**config.mk**
```make
export PLATFORM = sky130hd
export DESIGN_NAME = vid_top
export DESIGN_NICKNAME = d
export VERILOG_FILES = /design/src/vid_pkg.sv /design/src/vid_mode_dec.sv /design/src/vid_raster.sv /design/src/vid_fetch.sv /design/src/vid_req_fifo.sv /design/src/vid_top.sv
export VERILOG_INCLUDE_DIRS = /design/src
export SDC_FILE = /design/constraint.sdc
export NUM_CORES = 1
export LEC_CHECK = 0
export BUFFER_PORTS_ARGS = -buffer_cell sky130_fd_sc_hd__buf_4
export CORE_UTILIZATION = 54
export DETAILED_ROUTE_END_ITERATION = 8
export GPL_TIMING_DRIVEN = 0
export MAX_ROUTING_LAYER = met4
export PLACE_DENSITY = 0.74
export SLEW_MARGIN = 40
export SYNTH_ARGS = -nofsm -noshare
export SYNTH_HDL_FRONTEND = slang
export SYNTH_SLANG_ARGS = --single-unit
```
**constraint.sdc**
```tcl
create_clock -name clk -period 2.6 [get_ports clk]
set_clock_uncertainty 0.2 [all_clocks]
set_input_delay 0.26 -clock clk [delete_from_list [all_inputs] [get_ports clk]]
set_output_delay 0.26 -clock clk [all_outputs]
set_load 0.01 [all_outputs]
```
**src/vid_consts.svh**
```systemverilog
// video fetch constants
`ifndef VID_CONSTS_SVH
`define VID_CONSTS_SVH

// video modes, low bits of the mode byte
`define VID_M_ZX 2'd0 // zx screen
`define VID_M_HC 2'd1 // 16 colours
`define VID_M_XC 2'd2 // 256 colours
`define VID_M_TX 2'd3 // text

// raster totals
`define VID_H_TOTAL    9'd448 // clocks per line
`define VID_V_TOTAL_50 9'd320 // lines per frame at 50 hz
`define VID_V_TOTAL_60 9'd262 // lines per frame at 60 hz

// fetch columns per active line
`define VID_COLS_ZX 8'd32
`define VID_COLS_HC 8'd80
`define VID_COLS_XC 8'd160
`define VID_COLS_TX 8'd92 // 23 groups of char/attr/glyph0/glyph1

// dram bandwidth class, total cycles in [4:3], needed cycles in [2:0]
`define VID_BW_ZX 5'b11_001 // 1 of 8
`define VID_BW_HC 5'b01_001 // 1 of 4
`define VID_BW_XC 5'b00_001 // 1 of 2
`define VID_BW_TX 5'b11_100 // 4 of 8

`define VID_FIFO_DEPTH 4 // request queue entries

`endif

```
**src/vid_pkg.sv**
```systemverilog
// video fetch types
`default_nettype none

package vid_pkg;

	// page byte plus mode byte fields
	typedef struct packed {
		logic [7:0] vpage; // video page
		logic [1:0] vmode; // zx / 16c / 256c / text
		logic [1:0] rres;  // raster resolution
		logic       v60hz; // 60 hz frame
	} vid_cfg_t;

	// decoded raster window and fetch pattern
	typedef struct packed {
		logic [8:0] vpix_beg;    // first active line
		logic [8:0] vpix_end;    // line after last active
		logic [8:0] hpix_beg;    // first pixel clock
		logic [7:0] cols;        // fetch columns per line
		logic [1:0] render_mode;
		logic [4:0] bw;          // total/need cycle class
		logic       tv_hires;
	} vid_mode_t;

	typedef struct packed {
		logic [8:0] row;        // active row, 0 at vpix_beg
		logic       active;     // line inside window
		logic       line_start; // one clock at hcount 0
	} vid_pos_t;

	// one dram word request
	typedef struct packed {
		logic [20:0] addr; // word address
		logic [1:0]  bsl;
		logic [3:0]  sel;
		logic [4:0]  bw;
	} vid_req_t;

	typedef struct packed {
		logic [15:0] data;
	} vid_rsp_t;

endpackage

`default_nettype wire

```
**src/vid_mode_dec.sv**
```systemverilog
// video mode decoder
`timescale 1ns/10ps
`default_nettype none

`include "vid_consts.svh"

module vid_mode_dec (
	input  wire vid_pkg::vid_cfg_t  cfg,
	output vid_pkg::vid_mode_t      mode
);

	logic [8:0] vbeg_50, vbeg_60; // window start per refresh rate
	logic [8:0] vend_50, vend_60;
	logic [8:0] hbeg;

	// raster window, indexed by resolution
	always_comb begin
		case (cfg.rres)
			2'd0: begin // 256x192
				vbeg_50 = 9'd80;
				vend_50 = 9'd272;
				vbeg_60 = 9'd46;
				vend_60 = 9'd238;
				hbeg    = 9'd140; // 52 clocks of border each side
			end
			2'd1: begin // 320x200
				vbeg_50 = 9'd76;
				vend_50 = 9'd276;
				vbeg_60 = 9'd42;
				vend_60 = 9'd242;
				hbeg    = 9'd108;
			end
			2'd2: begin // 320x240
				vbeg_50 = 9'd56;
				vend_50 = 9'd296;
				vbeg_60 = 9'd22;
				vend_60 = 9'd262;
				hbeg    = 9'd108;
			end
			default: begin // 360x288, 240 lines at 60 hz
				vbeg_50 = 9'd32;
				vend_50 = 9'd320;
				vbeg_60 = 9'd22;
				vend_60 = 9'd262;
				hbeg    = 9'd88; // no side border
			end
		endcase
	end

	// fetch pattern, indexed by video mode
	always_comb begin
		mode.vpix_beg = cfg.v60hz ? vbeg_60 : vbeg_50;
		mode.vpix_end = cfg.v60hz ? vend_60 : vend_50;
		mode.hpix_beg = hbeg;
		mode.tv_hires = 1'b0;
		case (cfg.vmode)
			`VID_M_ZX: begin
				mode.cols        = `VID_COLS_ZX; // gfx/attr pairs
				mode.render_mode = `VID_M_ZX;
				mode.bw          = `VID_BW_ZX;
			end
			`VID_M_HC: begin
				mode.cols        = `VID_COLS_HC;
				mode.render_mode = `VID_M_HC;
				mode.bw          = `VID_BW_HC;
			end
			`VID_M_XC: begin
				mode.cols        = `VID_COLS_XC;
				mode.render_mode = `VID_M_XC;
				mode.bw          = `VID_BW_XC;
			end
			default: begin
				mode.cols        = `VID_COLS_TX;
				mode.render_mode = `VID_M_TX;
				mode.bw          = `VID_BW_TX;
				mode.tv_hires    = 1'b1; // only text runs at the fast pixel rate
			end
		endcase
	end

endmodule

`default_nettype wire

```
**src/vid_raster.sv**
```systemverilog
// raster line and frame counters
`timescale 1ns/10ps
`default_nettype none

`include "vid_consts.svh"

module vid_raster (
	input  wire                     clk,
	input  wire                     rst_n,
	input  wire                     v60hz,
	input  wire vid_pkg::vid_mode_t mode,
	output vid_pkg::vid_pos_t       pos,
	output logic                    frame_start
);

	logic [8:0] hcnt; // clock within line
	logic [8:0] vcnt; // line within frame
	logic [8:0] v_total;
	logic       h_last;
	logic       v_last;

	assign v_total = v60hz ? `VID_V_TOTAL_60 : `VID_V_TOTAL_50;
	assign h_last  = hcnt == `VID_H_TOTAL - 9'd1;
	assign v_last  = vcnt == v_total - 9'd1;

	// horizontal count
	always_ff @(posedge clk or negedge rst_n) begin
		if (!rst_n) begin
			hcnt <= '0;
		end else if (h_last) begin
			hcnt <= '0;
		end else begin
			hcnt <= hcnt + 9'd1;
		end
	end

	// vertical count steps as the line wraps
	always_ff @(posedge clk or negedge rst_n) begin
		if (!rst_n) begin
			vcnt <= '0;
		end else if (h_last) begin
			if (v_last) begin
				vcnt <= '0; // next frame
			end else begin
				vcnt <= vcnt + 9'd1;
			end
		end
	end

	// position seen by the sequencer
	always_comb begin
		pos.line_start = hcnt == 9'd0;
		// window includes vpix_beg, excludes vpix_end
		pos.active     = (vcnt >= mode.vpix_beg) && (vcnt < mode.vpix_end);
		pos.row        = vcnt - mode.vpix_beg; // only meaningful when active
	end

	assign frame_start = pos.line_start && (vcnt == 9'd0); // first clock of line 0

endmodule

`default_nettype wire

```
**src/vid_fetch.sv**
```systemverilog
// per-line video fetch sequencer
`timescale 1ns/10ps
`default_nettype none

`include "vid_consts.svh"

module vid_fetch (
	input  wire                     clk,
	input  wire                     rst_n,
	input  wire vid_pkg::vid_cfg_t  cfg,
	input  wire vid_pkg::vid_mode_t mode,
	input  wire vid_pkg::vid_pos_t  pos,
	output logic                    req_valid,
	output vid_pkg::vid_req_t       req,
	input  wire                     req_ready,
	input  wire                     rsp_valid,
	input  wire vid_pkg::vid_rsp_t  rsp
);

	logic        busy;    // line in progress
	logic [7:0]  col;     // fetch column
	logic [8:0]  row_q;   // row latched at line start
	logic [15:0] char_q;  // last char codes, two per word
	logic        char_ok; // char word of this group arrived
	logic [1:0]  rsp_ph;  // text phase of the next response
	logic        is_text;
	logic [1:0]  ph;      // text phase of this column
	logic        glyph_wait;
	logic        xfer;
	logic        last_col;

	assign is_text    = cfg.vmode == `VID_M_TX;
	assign ph         = col[1:0];
	assign glyph_wait = is_text && (ph == 2'd2) && !char_ok; // hold glyph0
	assign req_valid  = busy && !glyph_wait;
	assign xfer       = req_valid && req_ready;
	assign last_col   = col == mode.cols - 8'd1;

	always_ff @(posedge clk or negedge rst_n) begin
		if (!rst_n) begin
			busy    <= 1'b0;
			col     <= '0;
			char_ok <= 1'b0;
			rsp_ph  <= '0;
		end else begin
			if (pos.line_start && pos.active) begin
				busy <= 1'b1;
				col  <= '0;
			end else if (xfer) begin
				if (last_col) begin
					busy <= 1'b0;
				end else begin
					col <= col + 8'd1;
				end
			end
			// responses come back in order, four per text group
			if (rsp_valid) begin
				rsp_ph <= rsp_ph + 2'd1;
			end
			if (xfer && is_text && (ph == 2'd3)) begin
				char_ok <= 1'b0; // group done with the char word
			end
			if (rsp_valid && is_text && (rsp_ph == 2'd0)) begin
				char_ok <= 1'b1;
			end
		end
	end

	always_ff @(posedge clk) begin
		if (pos.line_start && pos.active && !busy) begin
			row_q <= pos.row;
		end
		if (rsp_valid && is_text && (rsp_ph == 2'd0)) begin
			char_q <= rsp.data;
		end
	end

	// address, byte lanes and selects per mode
	always_comb begin
		req.bw  = mode.bw;
		req.bsl = 2'b10;
		case (cfg.vmode)
			`VID_M_ZX: begin
				req.sel = {~col[0], ~col[0], col[0], col[0]};
				if (col[0]) begin // attribute
					req.addr = {cfg.vpage, 1'b0, 3'b110, row_q[7:3], col[4:1]};
				end else begin // pixels, zx line interleave
					req.addr = {cfg.vpage, 1'b0, row_q[7:6], row_q[2:0], row_q[5:3],
						col[4:1]};
				end
			end
			`VID_M_HC: begin
				req.sel  = {~col[0], ~col[0], 2'b11};
				req.addr = {cfg.vpage[7:3], row_q, col[6:0]};
			end
			`VID_M_XC: begin
				req.sel  = {~col[0], ~col[0], 2'b11};
				req.addr = {cfg.vpage[7:4], row_q, col[7:0]};
			end
			default: begin
				case (ph)
					2'd0: begin // char
						req.sel  = 4'b0011;
						req.addr = {cfg.vpage, row_q[8:3], 1'b0, col[7:2]};
					end
					2'd1: begin // attr
						req.sel  = 4'b1100;
						req.addr = {cfg.vpage, row_q[8:3], 1'b1, col[7:2]};
					end
					2'd2: begin // glyph of the low char
						req.sel  = 4'b0001;
						req.bsl  = {2{row_q[0]}};
						req.addr = {cfg.vpage[7:1], ~cfg.vpage[0], 3'b000, char_q[7:0],
							row_q[2:1]};
					end
					default: begin // glyph of the high char
						req.sel  = 4'b0010;
						req.bsl  = {2{row_q[0]}};
						req.addr = {cfg.vpage[7:1], ~cfg.vpage[0], 3'b000, char_q[15:8],
							row_q[2:1]};
					end
				endcase
			end
		endcase
	end

	// stalled request keeps its payload
	a_req_hold: assert property (@(posedge clk) disable iff (!rst_n)
		req_valid && !req_ready |=> req_valid && $stable(req));

	// line must be fully issued before the raster starts the next one
	a_line_done: assert property (@(posedge clk) disable iff (!rst_n)
		pos.line_start |-> !busy);

endmodule

`default_nettype wire

```
**src/vid_req_fifo.sv**
```systemverilog
// dram request queue
`timescale 1ns/10ps
`default_nettype none

module vid_req_fifo #(
	parameter int DEPTH = 4
) (
	input  wire                    clk,
	input  wire                    rst_n,
	input  wire                    in_valid,
	output logic                   in_ready,
	input  wire vid_pkg::vid_req_t in_data,
	output logic                   out_valid,
	input  wire                    out_ready,
	output vid_pkg::vid_req_t      out_data
);

	localparam int AW = (DEPTH > 1) ? $clog2(DEPTH) : 1;

	vid_pkg::vid_req_t mem [DEPTH]; // payload store
	logic [AW-1:0] wr_ptr;
	logic [AW-1:0] rd_ptr;
	logic [AW:0]   count; // entries held
	logic          push;
	logic          pop;

	assign in_ready  = count != (AW+1)'(DEPTH); // full drops ready
	assign out_valid = count != '0;
	assign out_data  = mem[rd_ptr];
	assign push      = in_valid && in_ready;
	assign pop       = out_valid && out_ready;

	always_ff @(posedge clk) begin
		if (push) begin
			mem[wr_ptr] <= in_data;
		end
	end

	always_ff @(posedge clk or negedge rst_n) begin
		if (!rst_n) begin
			wr_ptr <= '0;
			rd_ptr <= '0;
			count  <= '0;
		end else begin
			if (push) begin
				wr_ptr <= (wr_ptr == AW'(DEPTH - 1)) ? '0 : wr_ptr + 1'b1; // wrap
			end
			if (pop) begin
				rd_ptr <= (rd_ptr == AW'(DEPTH - 1)) ? '0 : rd_ptr + 1'b1;
			end
			case ({push, pop})
				2'b10: count <= count + 1'b1;
				2'b01: count <= count - 1'b1;
				default: count <= count; // both or neither
			endcase
		end
	end

	// occupancy never exceeds the depth nor wraps below empty
	a_count_range: assert property (@(posedge clk) disable iff (!rst_n)
		count <= (AW+1)'(DEPTH));

	// pointer distance tracks the occupancy
	a_ptr_gap: assert property (@(posedge clk) disable iff (!rst_n)
		(int'(rd_ptr) + int'(count)) % DEPTH == int'(wr_ptr));

	// head entry holds until the dram side takes it
	a_out_hold: assert property (@(posedge clk) disable iff (!rst_n)
		out_valid && !out_ready |=> out_valid && $stable(out_data));

endmodule

`default_nettype wire

```
**src/vid_top.sv**
```systemverilog
// video fetch front end
`timescale 1ns/10ps
`default_nettype none

`include "vid_consts.svh"

module vid_top (
	input  wire                    clk,
	input  wire                    rst_n,
	input  wire vid_pkg::vid_cfg_t cfg,
	output logic                   dram_req_valid,
	input  wire                    dram_req_ready,
	output vid_pkg::vid_req_t      dram_req,
	input  wire                    dram_rsp_valid,
	input  wire vid_pkg::vid_rsp_t dram_rsp,
	output logic                   frame_start
);

	vid_pkg::vid_mode_t mode; // decoded mode
	vid_pkg::vid_pos_t  pos;  // raster position
	vid_pkg::vid_req_t  req;  // sequencer to queue
	logic               req_valid;
	logic               req_ready;

	vid_mode_dec i_mode_dec (
		.cfg  (cfg),
		.mode (mode)
	);

	vid_raster i_raster (
		.clk         (clk),
		.rst_n       (rst_n),
		.v60hz       (cfg.v60hz),
		.mode        (mode),
		.pos         (pos),
		.frame_start (frame_start)
	);

	vid_fetch i_fetch (
		.clk       (clk),
		.rst_n     (rst_n),
		.cfg       (cfg),
		.mode      (mode),
		.pos       (pos),
		.req_valid (req_valid),
		.req       (req),
		.req_ready (req_ready),
		.rsp_valid (dram_rsp_valid), // responses go straight to the sequencer
		.rsp       (dram_rsp)
	);

	vid_req_fifo #(
		.DEPTH (`VID_FIFO_DEPTH)
	) i_req_fifo (
		.clk       (clk),
		.rst_n     (rst_n),
		.in_valid  (req_valid),
		.in_ready  (req_ready),
		.in_data   (req),
		.out_valid (dram_req_valid),
		.out_ready (dram_req_ready),
		.out_data  (dram_req)
	);

endmodule

`default_nettype wire

```
Word-level counts from Yosys, hierarchy flattened
Memories as Yosys holds them, arrays and structs flattened.
Cells that the tools add are included.
W data, S select, Z words.
{"block": "classes", "reduce_logical": 32, "shift": 0, "n_lt_le_gt_ge": 2, "addsub": 11, "multipliers": 0, "eq_ne": 17, "n_div": 0, "mux": 30, "bitwise": 2}
{"cell": "$pmux W17 S3", "count": 1}
{"cell": "$pmux W15 S3", "count": 1}
{"cell": "$pmux W14 S3", "count": 1}
{"cell": "$pmux W7 S3", "count": 2}
{"cell": "$mux W9", "count": 3}
{"cell": "$mux W8", "count": 3}
{"cell": "$add A9 B1 Y9 const B", "count": 2}
{"cell": "$logic_not A9 Y1", "count": 2}
{"cell": "$pmux W9 S2", "count": 1}
{"cell": "$eq A2 B2 Y1 const B", "count": 8}
{"cell": "$mux W7", "count": 2}
{"cell": "$logic_and A1 B1 Y1", "count": 13}
{"cell": "$mux W12", "count": 1}
{"cell": "$pmux W4 S3", "count": 1}
{"cell": "$pmux W6 S2", "count": 1}
{"cell": "$eq A9 B9 Y1", "count": 1}
{"cell": "$eq A9 B9 Y1 const B", "count": 1}
{"cell": "$ge A9 B7 Y1", "count": 1}
{"cell": "$lt A9 B9 Y1", "count": 1}
{"cell": "$sub A9 B1 Y9 const B", "count": 1}
{"cell": "$sub A9 B7 Y9", "count": 1}
{"cell": "$add A8 B1 Y8 const B", "count": 1}
{"cell": "$eq A2 B1 Y1 const B", "count": 4}
{"cell": "$eq A8 B8 Y1", "count": 1}
{"cell": "18 further kinds", "count": 40}
{"block": "word_totals", "n_memories": 1, "output_inout_bits": 34, "ramBits": 128, "mem_bits_ro": 0, "word_cells": 106, "reg_bits": 62, "in_bits": 33, "latch_bits": 0}
{"name": "i_req_fifo.mem", "words": 4, "word_bits": 32, "rd": 1, "rd_clocked_by_memory_dff": 0, "write_ports": 1, "line": "vid_req_fifo.sv:20", "rtl": "vid_pkg::vid_req_t mem [DEPTH];"}

Longest topological paths before layout
Gate-level depths: netlist (run 1).
{"block": "depth", "ltp_word": 10, "depth_mapped": 12, "ltp_nobuf": 12}

By module
A second synthesis (run 1) with hierarchy kept.
{"block": "hier_totals", "hier_cells": 717, "hier_area_um2": 9615.5}
{"module": "vid_req_fifo", "n_inst": 1, "area_each_um2": 5067.4, "seq_area_each_um2": 4018.9, "cells_per_inst": 208}
{"module": "vid_fetch", "n_inst": 1, "area_each_um2": 2438.6, "seq_area_each_um2": 1051.0, "cells_per_inst": 257}
{"module": "vid_raster", "n_inst": 1, "area_each_um2": 1620.3, "seq_area_each_um2": 450.4, "cells_per_inst": 185}
{"module": "vid_mode_dec", "n_inst": 1, "area_each_um2": 489.2, "seq_area_each_um2": 0.0, "cells_per_inst": 67}

Worst setup path after synthesis (run 1)
Ideal clock, no wire load.
{"block": "synth_path", "kind": "in2reg", "start": "input port cfg[2] (netlist bit)", "end": "register i_fetch.row_q[0] (enable)", "slack_ps": -71, "path_buffers": 0, "arrival_time_ps": 2096, "setup_time_ps": 374, "stages": 11, "t_required_ps": 2026, "path_cell_list": "inv_1 > ha_1 > inv_1 > mux2i_1 > fa_1 > nor2b_1 > o21ai_0 > nand2b_1 > o21ai_0 > nand2b_1 > nor2_1"}
{"block": "synth_via", "elab_chain_len": 7}
{"element": "start: declaration", "line": "vid_top.sv:10", "rtl": "input wire vid_pkg::vid_cfg_t cfg,"}
{"element": "$eq A2 B2 Y1, or another cell as far along"}
{"element": "$pmux W7 S3, or another cell as far along", "line": "vid_mode_dec.sv:18", "rtl": "case (cfg.rres)"}
{"element": "$mux W7 / $mux W9 (equally long branches)", "line": "vid_mode_dec.sv:52, vid_mode_dec.sv:53"}
{"element": "$ge A9 B7 Y1 / $lt A9 B9 Y1 (equally long branches)", "line": "vid_raster.sv:54", "rtl": "pos.active = (vcnt >= mode.vpix_beg) && (vcnt < mode.vpix_end);"}
{"element": "$logic_and A1 B1 Y1 (*)", "line": "vid_raster.sv:54"}
{"element": "$logic_and A1 B1 Y1 (*) (2 in a row)", "line": "vid_fetch.sv:70", "rtl": "if (pos.line_start && pos.active && !busy) begin"}
{"element": "end signal: assignment", "line": "vid_fetch.sv:71", "rtl": "row_q <= pos.row;"}
{"element": "end: declaration", "line": "vid_fetch.sv:22", "rtl": "logic [8:0] row_q;"}
Mark *: on every way between the ends. The rest lies on a longest branch, timed or not.
A chain may end at the register's enable or synchronous reset.

Worst setup path in the final report (run 1)
{"block": "layout_path", "start": "register i_fetch.col[0]", "end": "register i_req_fifo.count[2]"}
{"block": "layout_via", "elab_chain_len": 8}
{"element": "start: declaration", "line": "vid_fetch.sv:21", "rtl": "logic [7:0] col;"}
{"element": "start signal: assignment", "line": "vid_fetch.sv:53", "rtl": "col <= col + 8'd1;"}
{"element": "$eq A2 B2 Y1 (*)", "line": "vid_fetch.sv:34", "rtl": "assign glyph_wait = is_text && (ph == 2'd2) && !char_ok;"}
{"element": "$logic_and A1 B1 Y1 (*) (2 in a row)", "line": "vid_fetch.sv:34"}
{"element": "$logic_not A1 Y1 (*)", "line": "vid_fetch.sv:35", "rtl": "assign req_valid = busy && !glyph_wait;"}
{"element": "$logic_and A1 B1 Y1 (*)", "line": "vid_fetch.sv:35"}
{"element": "$logic_and A1 B1 Y1 (*)", "line": "vid_req_fifo.sv:30", "rtl": "assign push = in_valid && in_ready;"}
{"element": "$eq A2 B1 Y1 / $eq A2 B2 Y1 (equally long branches)", "line": "vid_req_fifo.sv:51", "rtl": "case ({push, pop})"}
{"element": "$pmux W3 S2 / $reduce_bool A2 Y1 (equally long branches)"}
{"element": "end signal: assignment", "line": "vid_req_fifo.sv:52", "rtl": "2'b10: count <= count + 1'b1;"}
{"element": "end signal: assignment", "line": "vid_req_fifo.sv:53", "rtl": "2'b01: count <= count - 1'b1;"}
{"element": "end signal: assignment", "line": "vid_req_fifo.sv:54", "rtl": "default: count <= count;"}
{"element": "end: declaration", "line": "vid_req_fifo.sv:23", "rtl": "logic [AW:0] count;"}
Marks and branches as above.

==> out/metrics.cfg, run 1 <==
[timing]
hold_violations=0
period_share_pct=96.1
finalMaxSlewViolations=0
tightest_slew_ns=0.804
slew_headroom_pct=46.4
final-setup-viol-count=0
finalCriticalPeriod_ns=2.50
fmax_mhz=400

[power]
leakagePower_nw=3.75
peakVddDrop_mv=0.480
p_sw_share_pct=30.7
p_per_area_nw_per_um2=954
pwr-share-seq_pct=41.8
switchingPower_mw=2.95
total_power_mw=9.62
clockPowerShare_pct=25.2
p_comb_share_pct=33.1
p_int_mw=6.67

[floorplan]
core-area_sq_um=15200
rows=45
start_util_pct=55.4
die-height_um=127
dieArea_sq_um=16100
die_w_um=127
ios=67

[place]
place_area_sq_um=9160
hpwlAfterDp_um=12300
place_congestion=0.915
portBuffers=65

[route]
avgRoutedWirePerCell_um=19.7
wirelength_um=17700
route.detailed.drc=0
vias_per_cell=5.84
ant_nets=0
vias=5245
dr.pass1.iters=5
drt_iter0_drc=392

[synthesis]
synth.distinct_cells=53
synth_edf_count=145
synth-main-ff-cell=edfxtp_1
syn_avg_cell_area_sq_um=14.4
yosysWarnings=0
yosysSeqAreaShare_pct=62.7
syn_nets=663
syn_inst=587
synthArstFlopShare_pct=20.3
synthesis.area_sq_um=8430
synth.ff_latch_count=182

[clock_tree]
cts_tree=yes
clock-sinks=182
cts_made_buffers=17
cts-root-buf=clkbuf_16
cts_max_path_buffers=2
htreeDepth=4
cts.clk_slew.worst_paths_ns=0.06
insertion_delay_ns=0.43

[setup_path]
worstSetupPathType=reg -> reg
critPathCaptureType=flop
cp.arrival_ns=2.65
critPathRequiredTime_ns=2.75
startpoint_type=flop
crit_fanout=10

[cells_and_area]
antennaDiodeCount=0
fill_cells=1079
layout-drive-gt1-share_pct=23.8
final_nets=773
stdcell_area_sq_um=10100
area_delta_synth_final_pct=19.7

[hold_path]
hp-class=in -> reg

[global_route]
grt_pass1_wl_um=28700
antenna_found_initial=0
grt_pass1_vias=5446
grt_max_degree=38
track_usage_pct=24.8
grt.overflow.total=0

[job]
drv_cap=0

[run_status]
outcome=finished, final reports clean

## stage by stage
| stage | setup WS, ns | TNS (ns) | cells | hold slack (ns) | utilization, % |
|---|---|---|---|---|---|
| 5_1_grt | -0.00477 | -0.00477 | 898 | 0.109 | 66.3 |
| 4_1_cts | 0.0114 | 0 | 896 | 0.0385 | 65.9 |
| 2_1_floorplan | 0.0379 | 0 | 587 | -0.236 | - |
| 3_5_place_dp | -0.484 | -28.35 | 840 | 0.0698 | 60.2 |
| 6_report | 0.101 | 0 | 898 | 0.0703 | 66.3 |
| 3_3_place_gp | -0.401 | -26.79 | 840 | 0.0609 | 60.2 |
## routing by layer
layer	wire length [um]	global-route usage, %	share of wire [%]
met5	0	-	0
met4	592	11.3	3.3
met3	677	3.96	3.8
met2	8890	40.6	50
met1	7560	30.4	43
## Yosys cell counts, types with 2 or more instances
| cell type | instances | area (sq um) |
|---|---|---|
| and3_1 | 5 | 31.3 |
| mux2i_1 | 4 | 40.0 |
| nor3_1 | 11 | 55.1 |
| nand2b_1 | 6 | 37.5 |
| xnor2_1 | 15 | 131 |
| dfrtp_1 | 37 | 926 |
| mux4_2 | 30 | 676 |
| clkbuf_1 | 16 | 60.1 |
| a21o_1 | 6 | 45.0 |
| nor2_1 | 35 | 131 |
| a221oi_1 | 9 | 78.8 |
| fa_1 | 2 | 40.0 |
| a31oi_1 | 4 | 25.0 |
| nor4_2 | 2 | 25.0 |
| buf_2 | 5 | 25.0 |
| nand4_1 | 5 | 31.3 |
| o22ai_1 | 3 | 18.8 |
| or3_1 | 4 | 25.0 |
| a221o_1 | 2 | 20.0 |
| o31ai_1 | 5 | 37.5 |
| inv_1 | 33 | 124 |
| nor4_1 | 3 | 18.8 |
| and2_1 | 5 | 31.3 |
| xor2_1 | 11 | 96.3 |
| a21oi_1 | 27 | 135 |
| nand3_1 | 13 | 65.1 |
| ha_1 | 41 | 513 |
| buf_1 | 3 | 11.3 |
| o21ai_0 | 28 | 140 |
| buf_4 | 3 | 22.5 |
| nand2_1 | 27 | 101 |
| nor2b_1 | 8 | 50.1 |
| a311oi_1 | 2 | 17.5 |
| nor4b_1 | 2 | 17.5 |
| edfxtp_1 | 145 | 4350 |
| or2_2 | 3 | 18.8 |
| a22oi_1 | 10 | 75.1 |
| o211ai_1 | 2 | 15.0 |
## cell families after synthesis
logic type | count (synthesis) | synth area share, %
multiplexers | 35 | 8.63
AO/OA/AOI/OAI | 103 | 7.90
XOR/XNOR | 26 | 2.70
flip-flops | 182 | 62.7
other | 1 | 0.0445
buffers and inverters | 61 | 3.01
AND/OR/NAND/NOR | 136 | 8.48
adder cells (fa/ha/maj) | 43 | 6.56
## what timing repair did
action | CTS | global route
cloned | 1 | 0
setup buffers | 2 | 1
hold buffers | 22 | 0
pin swaps | 2 | 4
setup endpoints to repair | 164 | 50
resized for setup | 19 | 16
hold endpoints to repair | 71 | 0
## final timing paths
check	start	to	slack (ns)	depth (start not counted)
hold reg to reg	i_fetch.rsp_ph[0]	i_fetch.rsp_ph[0]	0.28	1
max in group asynchronous	rst_n	i_fetch.col[1]	1.67	2
hold / removal	cfg[8]	i_req_fifo.mem[3][27]	0.07	3
min in group asynchronous	rst_n	i_raster.hcnt[5]	0.14	2
setup reg to reg	i_fetch.col[0]	i_req_fifo.count[2]	0.10	12
setup / recovery	i_fetch.col[0]	i_req_fifo.count[2]	0.10	12
## power by group through the flow
stage	combinational (mW)	sequential, mW	clock, mW
after detailed placement	3.05	4.06	0
after floorplan	1.97	3.98	0
after global routing	3.47	4.07	2.55
after CTS	3.15	4.02	2.46
after global placement	2.98	4.02	0
final	3.18	4.02	2.42
## critical path: stages (launching register included)
cell and delay (ns):
dfrtp_1 0.40, buf_8 0.16, inv_4 0.07, ha_4 0.15, nand2_1 0.06, o211a_4 0.27
inv_6 0.09, ha_4 0.15, inv_1 0.05, fa_1 0.38, xor2_1 0.15, nor2_1 0.12
xor2_1 0.16
## cells in the final DEF, fill, tap and decap left out, types with 3 or more instances in the layout
master and count:
xor2_1 11, nand4_1 5, nand2b_1 5, mux2i_1 3, buf_4 72, dlygate4sd3_1 22, xnor2_1 15, o21ai_0 27
a31oi_1 4, nand3_1 13, o22ai_1 3, mux4_2 30, and3_1 5, ha_1 39, edfxtp_1 145, nor2_1 34
clkbuf_1 17, clkbuf_16 17, a221oi_1 9, o31ai_1 5, a21o_1 6, a22oi_1 10, nor2b_1 8, a21oi_1 27
dfrtp_1 35, inv_6 3, or2_2 3, nand2_1 27, inv_1 31, nor3_1 11, buf_2 3, nor4_2 3
or3_1 4
## layout make-up
cell class                      instances  area [sq um]  area share, %
Sequential cell                       182          5280           52.4
Multi-Input combinational cell        345          2980           29.6
Timing Repair Buffer                   91           746           7.39
Clock buffer                           23           458           4.54
Tap cell                              188           235           2.33
Buffer                                 27           153           1.51
Inverter                               33           131           1.30
Clock inverter                          9          96.3          0.955
## state kept, by name, summed over array words and instances, names as in the netlist
name and cells:
i_req_fifo.mem 120, i_fetch.char_q 16, i_fetch.row_q 9, i_raster.hcnt 9, i_raster.vcnt 9, i_fetch.col 8
i_req_fifo.count 3, i_fetch.rsp_ph 2, i_req_fifo.rd_ptr 2, i_req_fifo.wr_ptr 2, i_fetch.busy 1, i_fetch.char_ok 1
(Power assumes the default switching activity.)
==> inputs of run 2 (changes only) <==
CORE_UTILIZATION = 55   (was 54)
PLACE_DENSITY = 0.75   (was 0.74)
SYNTH_HIERARCHICAL = 1   (was unset)
==> out/metrics.cfg, run 2 <==
[clock_tree]
clock-sinks=190
cts-root-buf=clkbuf_16
cts_made_buffers=17
htreeDepth=4
cts.clk_slew.worst_paths_ns=0.07
insertion_delay_ns=0.43
cts_max_path_buffers=2
cts_tree=yes

[timing]
period_share_pct=99.1
setup_tns_ns=0
tightest_slew_ns=0.737
fmax_mhz=388
rsz0062_at_grt=true
finalMaxSlewViolations=0
final-setup-viol-count=0
slew_headroom_pct=50.9
finalCriticalPeriod_ns=2.58
hold_violations=0

[cells_and_area]
final_nets=912
top_register=i_req_fifo/mem
stdcell_area_sq_um=11500
layout-drive-gt1-share_pct=27.9
multi_input_area_sq_um=3700
seq_area_sq_um=5520
reg_top3=i_req_fifo/mem: 128 flops, i_fetch/char_q: 16 flops
final_common_cell=edfxtp_1
fill_cells=1180
final_cell_mix=153 x edfxtp_1, 98 x buf_4, 51 x inv_1
antennaDiodeCount=0
area_delta_synth_final_pct=19.9
largest_reg_flops=128

[synthesis]
yosysWarnings=6
syn_avg_cell_area_sq_um=13.5
syn_inst=709
synthesis.area_sq_um=9570

[setup_path]
startpoint_type=primary input
critPathCaptureType=flop
rrSetupSlack_ns=0.08
path_buf_inv=3
path_cells=buf_8 > clkinvlp_4 > ha_4 > nor3b_4 > nor2_1 > inv_1 > ha_1 > a21o_1 > a21o_1 > a221oi_2 > o21ai_2 > a21oi_2 > nand2_2 > nor2_4
path_delay_family=compound AO/OA/AOI/OAI gates
cp_slowest_cell=a221oi_2
crit_fanout=5
worstSetupPathType=in -> reg
critPathRequiredTime_ns=2.53
cp_common_cell=a21o_1
cp.arrival_ns=2.51
max_stage_delay_ns=0.29

[floorplan]
core-area_sq_um=16800
dieArea_sq_um=17900
rows=47
start_util_pct=57.1
die_w_um=134
ios=67
die-height_um=134

[place]
place_congestion=0.923
portBuffers=62
hpwlAfterDp_um=13900
place_area_sq_um=10400

[route]
vias_per_cell=5.91
ant_nets=0
drt_iter0_drc=534
dr.pass1.iters=5
avgRoutedWirePerCell_um=18.9
route.detailed.drc=0
vias=6262
wirelength_um=20000

[run_status]
outcome=finished, final reports clean

[power]
clockPowerShare_pct=23.1
leakagePower_nw=4.38
p_per_area_nw_per_um2=1010
switchingPower_mw=3.77
p_comb_share_pct=37.0
total_power_mw=11.5
p_int_mw=7.76
p_sw_share_pct=32.7
pwr-share-seq_pct=39.9
peakVddDrop_mv=0.744

[global_route]
antenna_found_initial=0
grt_use_met3_pct=4.12
grt_pass1_vias=6246
global_route.usage.met1_pct=29.8
top_usage_layer=met2
grt_max_degree=38
grt_pass1_wl_um=32200
track_usage_pct=24.4
grt.overflow.total=0
grt_use_met2_pct=41.1

[hold_path]
hp-class=in -> reg

[job]
drv_cap=0

## run 2: layer usage
metal	share of wire, %	vias up
li1	-	2884
met1	41	3115
met2	52	231
met3	5.5	32
met4	2.2	0
met5	0	-
## run 2: power groups by stage
stage	clock network (mW)	registers [mW]	logic, mW
3_5_place_dp	0	4.66	4.05
6_report	2.67	4.60	4.27
4_1_cts	2.71	4.61	4.14
5_1_grt	2.81	4.67	4.64
2_1_floorplan	0	4.53	2.68
3_3_place_gp	0	4.59	3.95
## run 2: layout make-up
type	instances	area share, %
buffer	55	3.11
sequential	190	48.1
timing repair buffer	94	6.90
clock inverter	14	1.67
clock buffer	17	3.71
inverter	54	1.80
multi-input combinational	415	32.3
tap	220	2.40
## run 2: path summary, 6_finish.rpt
kind	from	to	cells after the start
setup / recovery	cfg[2]	i_fetch/row_q[6]	14
hold / removal	dram_req_ready	i_req_fifo/rd_ptr[1]	3
setup reg to reg	i_raster/vcnt[6]	i_fetch/row_q[6]	8
hold reg to reg	i_fetch/rsp_ph[0]	i_fetch/rsp_ph[0]	1
max in group asynchronous	rst_n	i_fetch/col[0]	2
min in group asynchronous	rst_n	i_raster/hcnt[7]	2
## run 2: stage by stage
step	utilization, %	hold WS (ns)	instances	setup WS, ns
2_1_floorplan	-	-0.236	715	-0.162
3_3_place_gp	62.0	0.0642	997	-0.592
3_5_place_dp	62.0	0.0699	997	-0.708
4_1_cts	67.2	0.0692	1051	-0.0142
5_1_grt	68.5	0.0858	1059	-0.126
6_report	68.5	0.0861	1059	0.0245
## run 2: worst reg2reg max path, cell delays in order, from the launching register on
cell and delay, ns:
dfrtp_2 0.49, ha_1 0.31, a21o_1 0.16, a21o_1 0.16, a221oi_2 0.29, o21ai_2 0.12, a21oi_2 0.14, nand2_2 0.13
nor2_4 0.21
## run 2: timing repair
item                                    CTS  global route
endpoints found under the hold margin    71             0
pin swaps                                 2             9
gates cloned                              1             0
endpoints found under the setup margin  208            70
gates resized for setup                  11            24
hold buffers                             22             0
buffers inserted                          1             8
==> inputs of run 3 (changes only) <==
ABC_AREA = 1   (was unset)
GPL_ROUTABILITY_DRIVEN = 0   (was unset)
SYNTH_HIERARCHICAL = unset   (was 1)
==> out/metrics.cfg, run 3 <==
[cells_and_area]
final_cell_mix=145 x edfxtp_1, 113 x nor2_1, 99 x o21ai_0
final_nets=1057
reg_top3=i_req_fifo.mem: 120 flops, i_fetch.char_q: 16 flops
largest_reg_flops=120
layout-drive-gt1-share_pct=14.5
top_register=i_req_fifo.mem
final_common_cell=edfxtp_1
antennaDiodeCount=0
area_delta_synth_final_pct=20.9
layout.cells.non_filler=1209

[synthesis]
yosysWarnings=0
syn_inst=861
syn_nets=937
synth_top_area_cell=edfxtp_1
yosys.area.top_type_share_pct=49.1
syn_avg_cell_area_sq_um=10.3
synth.distinct_cells=39
synthesis.area_sq_um=8870
synth.ff_latch_count=182
synth-main-ff-cell=edfxtp_1
synthArstFlopShare_pct=20.3
yosys-top-cells-count=145 x edfxtp_1, 118 x nor2_1, 99 x o21ai_0
yosysSeqAreaShare_pct=59.6
synth_edf_count=145
ys_top_cells_by_area=edfxtp_1 49%, dfrtp_1 10%, ha_1 5.8%
synth_most_common_cell=edfxtp_1

[run_status]
outcome=finished, final reports clean

[route]
ant_nets=0
routed-wl-met2_um=10400
vias_per_cell=5.65
drt_iter0_drc=669
wirelength_um=20800
wl_met3_um=1350
dr.pass1.iters=5
route.detailed.drc=0
maxUsedRoutingLayer=met4
vias=6832
wl_met1_um=8640
avgRoutedWirePerCell_um=17.2

[setup_path]
max_stage_delay_ns=0.49
critPathRequiredTime_ns=2.14
startpoint_type=flop
path_cells=clkinv_2 > buf_1 > nor2_1 > o22ai_1 > buf_4
critPathCaptureType=output pin
cp_slowest_cell=dfrtp_1
reg2reg_depth=7
regToRegStartpoint=i_fetch.col[0]
worstSetupPathType=reg -> out
critPathLaunch=i_req_fifo.rd_ptr[0]
cp.arrival_ns=2.02
crit_fanout=10

[floorplan]
dieArea_sq_um=16600
die_w_um=129
rows=46
core-area_sq_um=15800
start_util_pct=56.0
die-height_um=129
ios=67

[global_route]
grt_max_degree=38
grt_pass1_vias=6464
grt.overflow.total=0
antenna_found_initial=0
grt_pass1_wl_um=32800
track_usage_pct=27.3

[clock_tree]
insertion_delay_ns=0.44
clock-sinks=182
cts_made_buffers=17
cts-root-buf=clkbuf_16
cts.clk_slew.worst_paths_ns=0.07
cts_max_path_buffers=2
htreeDepth=4
cts_tree=yes

[timing]
period_share_pct=95.2
finalMaxSlewViolations=0
hold_violations=0
tightest_slew_ns=0.634
fmax_mhz=404
slew_headroom_pct=57.3
final-setup-viol-count=0
fin_hold_ws_ns=0.0319
finalCriticalPeriod_ns=2.48

[place]
portBuffers=65
hpwlAfterDp_um=14200
dp_cells=1149

[job]
drv_cap=0

[hold_path]
min_from=cfg[8]
hp-class=in -> reg
whs_path_depth=3

[power]
peakVddDrop_mv=0.518
p_per_area_nw_per_um2=942
leakagePower_nw=4.34

run 3: path summary, 6_finish.rpt:
kind | to | slack [ns]
worst min-delay path | i_req_fifo.mem[1][27] | 0.03
worst max register to register | i_req_fifo.mem[0][23] | 0.13
worst min register to register | i_fetch.rsp_ph[0] | 0.27
max in group asynchronous | i_fetch.col[0] | 1.68
worst max-delay path | dram_req[27] | 0.12
min in group asynchronous | i_raster.vcnt[4] | 0.13
run 3: worst max-delay path, delay by kind of cell, from the launching register on:
kind            cells  cell delay (ns)
compound gates      1             0.26
buf+inv             3             0.75
flops               1             0.49
simple gates        1             0.08
run 3: per-layer routing:
layer | vias to the layer above | global-route usage (%)
met5 | - | -
met4 | 0 | 11.0
met3 | 40 | 5.03
met2 | 296 | 43.7
met1 | 3243 | 34.6
li1 | 3253 | -
run 3: repair_timing:
action                                  CTS  global route
hold buffers                             22             0
gates resized for setup                  10             8
endpoints found under the setup margin  144            33
gates cloned                              0             0
pin swaps                                 0             1
setup buffers                             2             6
endpoints found under the hold margin    72             0
run 3: kinds of logic after synthesis:
group           share of synthesized area [%]
compound gates                           11.3
simple gates                             14.7
buf+inv                                  6.01
other cells                            0.0423
flops                                    59.6
fa+ha+maj                                6.24
xor+xnor                                 2.07
run 3: power breakdown:
part	internal, mW	switching [mW]
clock network	1.33	1.12
logic	1.44	2.27
registers	3.74	0.200
run 3: area by class of cell:
class                           instances  area, sq um
Sequential cell                       182         5280
Fill cell                            1172         5110
Multi-Input combinational cell        548         3100
Timing Repair Buffer                  102          961
Clock buffer                           19          433
Inverter                               96          383
Tap cell                              216          270
Buffer                                 34          170
Clock inverter                         12          119
run 3: through the flow:
| step | setup TNS (ns) | util, % | setup slack [ns] | power [mW] | instance area, sq um |
|---|---|---|---|---|---|
| 2_1_floorplan | -8.66 | - | -0.0722 | 5.96 | 8880 |
| 6_report | 0 | 67.7 | 0.125 | 10.1 | 10700 |
| 3_5_place_dp | -22.64 | 62.1 | -0.374 | 7.54 | 9830 |
| 3_3_place_gp | -116.28 | 60.9 | -0.994 | 7.28 | 9640 |
| 4_1_cts | 0 | 67.2 | 0.0153 | 10.0 | 10600 |
| 5_1_grt | -0.0119 | 67.7 | -0.00593 | 10.6 | 10700 |
